### src/hdl/rf_pkg.sv
// rf_pkg: widths, types and constants shared by the register file and the upset injector
package rf_pkg;

   localparam int RF_WORD_W = 32;                 // register width
   localparam int RF_ADD_W  = 5;                  // log2 of register count
   localparam int RF_BIT_W  = 5;                  // log2 of word width
   localparam int RF_CNT_W  = 16;                 // upset counter width, wraps

   localparam int RF_REGS   = 32;                 // x0..x31

   // register value as seen on the write and read ports
   typedef logic [RF_WORD_W-1:0] rf_word;

   // register index, x0 is the hardwired zero
   typedef logic [RF_ADD_W-1:0]  rf_add;

   // bit position inside one rf_word
   typedef logic [RF_BIT_W-1:0]  rf_bit;

   // count of upsets actually applied
   typedef logic [RF_CNT_W-1:0]  rf_cnt;

   localparam rf_add RF_ZERO = rf_add'(0);        // x0, never stored

endpackage

### src/hdl/rf_read_if.sv
// rf_read_if: the two combinational read ports of the register file, addresses and values
interface rf_read_if
   import rf_pkg::*;
();

   rf_add  p1_add;                                // port 1 address
   rf_add  p2_add;                                // port 2 address
   rf_word p1_val;                                // port 1 value, same cycle
   rf_word p2_val;                                // port 2 value, same cycle

   // side that asks for operands
   modport reader (
      output p1_add,
      output p2_add,
      input  p1_val,
      input  p2_val
   );

   // side that holds the registers
   modport port (
      input  p1_add,
      input  p2_add,
      output p1_val,
      output p2_val
   );

endinterface

### src/hdl/register_file.sv
// register_file: 32x32 integer registers with one write port, two read ports and upset xor
module register_file
   import rf_pkg::*;
(
   input  logic   s_clk_i,                        // clock
   input  logic   arst_n_i,                       // async reset, active low
   input  logic   wb_we_i,                        // write strobe
   input  rf_add  wb_add_i,                       // write address
   input  rf_word wb_val_i,                       // write data
   input  rf_word upset_mask_i [RF_REGS],         // flips from see_insert
   rf_read_if.port rd                             // two read ports
);

   rf_word regs_q  [1:RF_REGS-1];                 // x1..x31, x0 not stored
   rf_word rd_view [RF_REGS];                     // read image with x0 tied low

   // upsets land on the same edge as the write, on top of it
   always_ff @(posedge s_clk_i or negedge arst_n_i) begin
      if (!arst_n_i) begin
         for (int i = 1; i < RF_REGS; i++) begin
            regs_q[i] <= '0;                      // all reads zero after reset
         end
      end else begin
         for (int i = 1; i < RF_REGS; i++) begin
            if (wb_we_i && (wb_add_i == rf_add'(i))) begin
               regs_q[i] <= wb_val_i ^ upset_mask_i[i];   // written value, maybe flipped
            end else begin
               regs_q[i] <= regs_q[i] ^ upset_mask_i[i];  // hold, maybe flipped
            end
         end
      end
   end

   assign rd_view[0] = '0;                        // hardwired zero
   for (genvar i = 1; i < RF_REGS; i++) begin : g_view
      assign rd_view[i] = regs_q[i];
   end

   // no bypass, a write shows up only after its edge
   assign rd.p1_val = rd_view[rd.p1_add];
   assign rd.p2_val = rd_view[rd.p2_add];

   a_wb_add_known: assert property (
      @(posedge s_clk_i) disable iff (!arst_n_i)
      wb_we_i |-> !$isunknown(wb_add_i)
   ) else $error("register_file: write address unknown while wb_we_i high");

endmodule

### src/hdl/rf_top.sv
// rf_top: register file with its upset injector, brought out on plain ports
module rf_top
   import rf_pkg::*;
#(
   parameter bit CNT_EN = 1'b1                    // passed to see_insert
) (
   input  logic   s_clk_i,                        // clock
   input  logic   arst_n_i,                       // async reset, active low

   input  logic   wb_we_i,                        // write strobe
   input  rf_add  wb_add_i,                       // write address
   input  rf_word wb_val_i,                       // write data

   input  rf_add  p1_add_i,                       // read port 1 address
   output rf_word p1_val_o,                       // read port 1 value
   input  rf_add  p2_add_i,                       // read port 2 address
   output rf_word p2_val_o,                       // read port 2 value

   input  logic   inj_i,                          // upset strobe
   input  rf_add  inj_add_i,                      // upset register
   input  rf_bit  inj_bit_i,                      // upset bit

   output rf_cnt  upset_cnt_o                     // applied upsets
);

   rf_word upset_mask [RF_REGS];                  // injector to array

   rf_read_if rd_if ();                           // top acts as the reader side

   assign rd_if.p1_add = p1_add_i;
   assign rd_if.p2_add = p2_add_i;
   assign p1_val_o     = rd_if.p1_val;
   assign p2_val_o     = rd_if.p2_val;

   see_insert #(
      .CNT_EN       (CNT_EN)
   ) see_i (
      .s_clk_i      (s_clk_i),
      .arst_n_i     (arst_n_i),
      .inj_i        (inj_i),
      .inj_add_i    (inj_add_i),
      .inj_bit_i    (inj_bit_i),
      .upset_mask_o (upset_mask),
      .upset_cnt_o  (upset_cnt_o)
   );

   register_file rf_i (
      .s_clk_i      (s_clk_i),
      .arst_n_i     (arst_n_i),
      .wb_we_i      (wb_we_i),
      .wb_add_i     (wb_add_i),
      .wb_val_i     (wb_val_i),
      .upset_mask_i (upset_mask),
      .rd           (rd_if.port)
   );

endmodule

### src/hdl/see_insert.sv
// see_insert: turns directed upset requests into per-register flip masks and counts them
module see_insert
   import rf_pkg::*;
#(
   parameter bit CNT_EN = 1'b1                    // build the upset counter
) (
   input  logic   s_clk_i,                        // clock
   input  logic   arst_n_i,                       // async reset, active low
   input  logic   inj_i,                          // inject strobe, one cycle
   input  rf_add  inj_add_i,                      // target register
   input  rf_bit  inj_bit_i,                      // target bit
   output rf_word upset_mask_o [RF_REGS],         // xor masks into the array
   output rf_cnt  upset_cnt_o                     // applied upsets, wraps
);

   logic   inj_hit;                               // request that really lands
   rf_word flip_bit;                              // one-hot bit pattern

   // x0 is not stored, so an upset there neither flips nor counts
   assign inj_hit  = inj_i && (inj_add_i != RF_ZERO);
   assign flip_bit = rf_word'(1) << inj_bit_i;    // decode bit index

   assign upset_mask_o[0] = '0;                   // x0 never upset

   for (genvar i = 1; i < RF_REGS; i++) begin : g_mask
      assign upset_mask_o[i] =
         (inj_hit && (inj_add_i == rf_add'(i))) ? flip_bit : '0;   // one-hot register
   end

   if (CNT_EN) begin : g_cnt
      rf_cnt cnt_q;                               // running upset count

      always_ff @(posedge s_clk_i or negedge arst_n_i) begin
         if (!arst_n_i) begin
            cnt_q <= '0;
         end else if (inj_hit) begin
            cnt_q <= cnt_q + rf_cnt'(1);          // wraps at 2^16
         end
      end

      assign upset_cnt_o = cnt_q;
   end else begin : g_no_cnt
      assign upset_cnt_o = '0;                    // counter left out
   end

   // a strobed request must name a real register and bit
   a_inj_known: assert property (
      @(posedge s_clk_i) disable iff (!arst_n_i)
      inj_i |-> !$isunknown({inj_add_i, inj_bit_i})
   ) else $error("see_insert: inject target unknown while inj_i high");

endmodule

### config.mk
export PLATFORM = sky130hd
export DESIGN_NAME = rf_top
export DESIGN_NICKNAME = d
export VERILOG_FILES = /design/src/hdl/rf_pkg.sv /design/src/hdl/rf_read_if.sv /design/src/hdl/register_file.sv /design/src/hdl/rf_top.sv /design/src/hdl/see_insert.sv
export SDC_FILE = /design/constraint.sdc
export NUM_CORES = 2
export LEC_CHECK = 0
export BUFFER_PORTS_ARGS = -buffer_cell sky130_fd_sc_hd__buf_2
export CAP_MARGIN = 10
export CORE_MARGIN = 2
export CORE_UTILIZATION = 60
export DETAILED_ROUTE_END_ITERATION = 7
export GPL_ROUTABILITY_DRIVEN = 0
export PLACE_DENSITY = 0.81
export SETUP_SLACK_MARGIN = 0.2
export SYNTH_ARGS = -nofsm -noshare
export SYNTH_HDL_FRONTEND = slang
export SYNTH_SLANG_ARGS = --single-unit
### constraint.sdc
create_clock -name s_clk_i -period 2.7 [get_ports s_clk_i]
set_input_delay 0.54 -clock s_clk_i [delete_from_list [all_inputs] [get_ports s_clk_i]]
set_output_delay 0.54 -clock s_clk_i [all_outputs]
set_load 0.05 [all_outputs]
==> flow_summary.json <==
{
  "status": "complete, but fails checks",
  "violations": "design-rule violations, negative setup slack",
  "relSlewSlack_pct": 47.40,
  "dr_wl_met3_um": 38480,
  "antenna_left": 0,
  "dpl.hpwl_um": 148600,
  "first_pass_iters": 8,
  "min_period_over_period_pct": 112.3,
  "wirelength_um": 250900,
  "syn-cell-area_mm2": 0.06682,
  "fin_setup_tns_ns": -12.84,
  "power.density_mw_per_mm2": 672.8,
  "syn-num-nets": 6035,
  "drc": 1,
  "wl_per_cell_um": 32.35,
  "top_layer": "met5",
  "max_freq_ghz": 0.3299,
  "h-tree-depth": 3,
  "finalCriticalPeriod_ns": 3.031,
  "skew_ns": 0.001432,
  "syn-instance-count": 5973,
  "leakage_nw": 33.03,
  "rsz0062_at_grt": "true",
  "clkTransAtPathRegs_ns": 0.06,
  "synth_top_area_cell": "dfrtp_1",
  "core_area_mm2": 0.1105,
  "synthArstFlopShare_pct": 100.0,
  "grt_first_pass_wirelength_um": 365600,
  "wl_met1_um": 83070,
  "ir_worst_vdd_uv": 625.7,
  "synthTopCellsByCount": "mux2i_1, dfrtp_1, nor2_1",
  "dp.cells": 7464,
  "worstReg2RegEnd": "see_i.upset_cnt_o[9]",
  "cts_buffer_depth": 3,
  "instances_no_fill": 7756,
  "clock-root-buffer": "clkbuf_16",
  "finalWorstSetupSlack_ns": -0.3310,
  "crit_path_end_kind": "output pin",
  "grt-ovfl-total": 0,
  "timing.critical_path.required_ns": 2.16,
  "synth_top_area_share_pct": 37.75,
  "r2r_cells": 4,
  "io_pins": 141,
  "cp.arrival_ns": 2.49,
  "nets": 6226,
  "dr_total_vias": 54790,
  "antenna_found_initial": 6,
  "synth_cell_types": 53,
  "cp_max_fo": 9,
  "post-synth-top-count-cell": "mux2i_1",
  "yosysSeqAreaShare_pct": 37.75,
  "viasPerCell": 7.064,
  "die_w_um": 337.7,
  "rrSetupSlack_ns": 1.36,
  "finish.utilization_pct": 71.90,
  "synth-seq-cells": 1008,
  "maxSlewViolCount": 0,
  "hold_viol_final": 0,
  "avgSynthCellArea_um2": 11.19,
  "cts.sinks": 1008,
  "placementRows": 122,
  "initial_core_util_pct": 60.46,
  "yosysWarnings": 0,
  "start_kind": "input port",
  "worstMarginPinSlew_ns": 0.7890,
  "r2r_start": "see_i.upset_cnt_o[3]",
  "syn2layout_area_growth_pct": 18.92,
  "die_h_um": 337.7,
  "routed-wl-met2_um": 105400,
  "path_class": "in -> out",
  "drive_above_1_share_pct": 25.20,
  "holdCritPathClass": "in -> async",
  "holdWs_ns": 0.2580,
  "track_usage_pct": 43.90,
  "setup_viol": 64,
  "grt_pass1_vias": 55430,
  "dieArea_mm2": 0.1140,
  "cap_violations": 0,
  "cts_inserted_buffers": 110,
  "clk_latency_ns": 0.72,
  "report.power.total_w": 0.05346,
  "synth_area_leaders": "dfrtp_1, mux2i_1, mux4_2",
  "crit_start": "p2_add_i[1]",
  "cts_tree": "built",
  "grt_max_degree": 102,
  "synth_ff_type": "dfrtp_1",
  "synth-edff-count": 0,
  "dr.first_iter.drc_count": 8560,
  "io_buffers": 140
}
worst max path at each step:
stage,cells after the start,to
5_1_grt,5,p2_val_o[28]
3_3_place_gp,8,p2_val_o[2]
6_report,8,p2_val_o[28]
4_1_cts,5,p1_val_o[18]
2_1_floorplan,8,p1_val_o[30]
3_5_place_dp,8,p2_val_o[2]
critical path, stage by stage:
cell	delay [ns]
buf_6	0.27
nor2b_4	0.27
buf_12	0.21
a22o_1	0.18
a211oi_1	0.09
buf_4	0.16
o31ai_4	0.52
buf_6	0.24
cell families after synthesis:
| family | Yosys count | synth area share (%) |
|---|---|---|
| flops | 1008 | 37.75 |
| compound gates | 450 | 5.064 |
| buf+inv | 594 | 4.152 |
| xor+xnor | 1007 | 13.20 |
| mux | 1634 | 31.79 |
| fa+ha+maj | 1 | 0.01872 |
| simple gates | 1279 | 8.024 |
metrics by stage:
step	instance area, um^2	worst slack, ns
2_1_floorplan	68580	0.1186
3_3_place_gp	73960	-0.3679
3_5_place_dp	73960	-0.3908
4_1_cts	79120	-0.2620
5_1_grt	79440	-0.3112
6_report	79460	-0.3310
registers in the layout (all words and copies together) (netlist names):
register           count
rf_i.rd_view         992
see_i.upset_cnt_o     16
power by group:
| group | switching, W | internal [W] |
|---|---|---|
| sequential | 0.00287 | 0.0184 |
| combinational | 0.00750 | 0.00804 |
| clock | 0.00684 | 0.00986 |
cell usage in the layout, fill, tap and decap left out, types with 18 or more instances in the layout:
cell,n
nand2_2,28
dfrtp_1,1008
o22ai_1,63
buf_12,167
a211oi_2,41
o21ai_2,55
mux4_2,384
clkinv_2,21
buf_16,23
mux2i_1,1181
buf_2,65
o31ai_4,64
nand2_1,203
xor2_1,167
a211oi_1,23
nor2_1,868
clkbuf_16,115
mux2_2,62
buf_6,61
xnor2_1,840
buf_4,343
and2_1,59
clkbuf_8,25
clkbuf_1,18
a22o_1,191
metal layers:
| layer | GRT usage [%] | up-vias |
|---|---|---|
| met4 | 32.89 | 6 |
| met2 | 62.41 | 4890 |
| met3 | 17.15 | 1533 |
| met5 | 0 | - |
| li1 | - | 21400 |
| met1 | 54.04 | 26960 |
layout make-up:
| type | count | area (um^2) |
|---|---|---|
| clock buffers | 156 | 3239 |
| clock inverters | 50 | 691.9 |
| flip-flops and latches | 1008 | 25220 |
| multi-input cells | 4371 | 40620 |
| repair buffers | 669 | 7781 |
| diodes | 10 | 25.02 |
| fillers | 7066 | 31060 |
| inverters | 4 | 15.01 |
| well taps | 1488 | 1862 |
repair_timing:
item                                    CTS  global route
gates cloned                             10             2
endpoints found under the setup margin   64            64
setup buffers                            36            27
gates resized for setup                 157            17
hold buffers                              1             0
pin swaps                               123            66
hold endpoints to repair                116             0
Power figures use the tool's default switching activity.
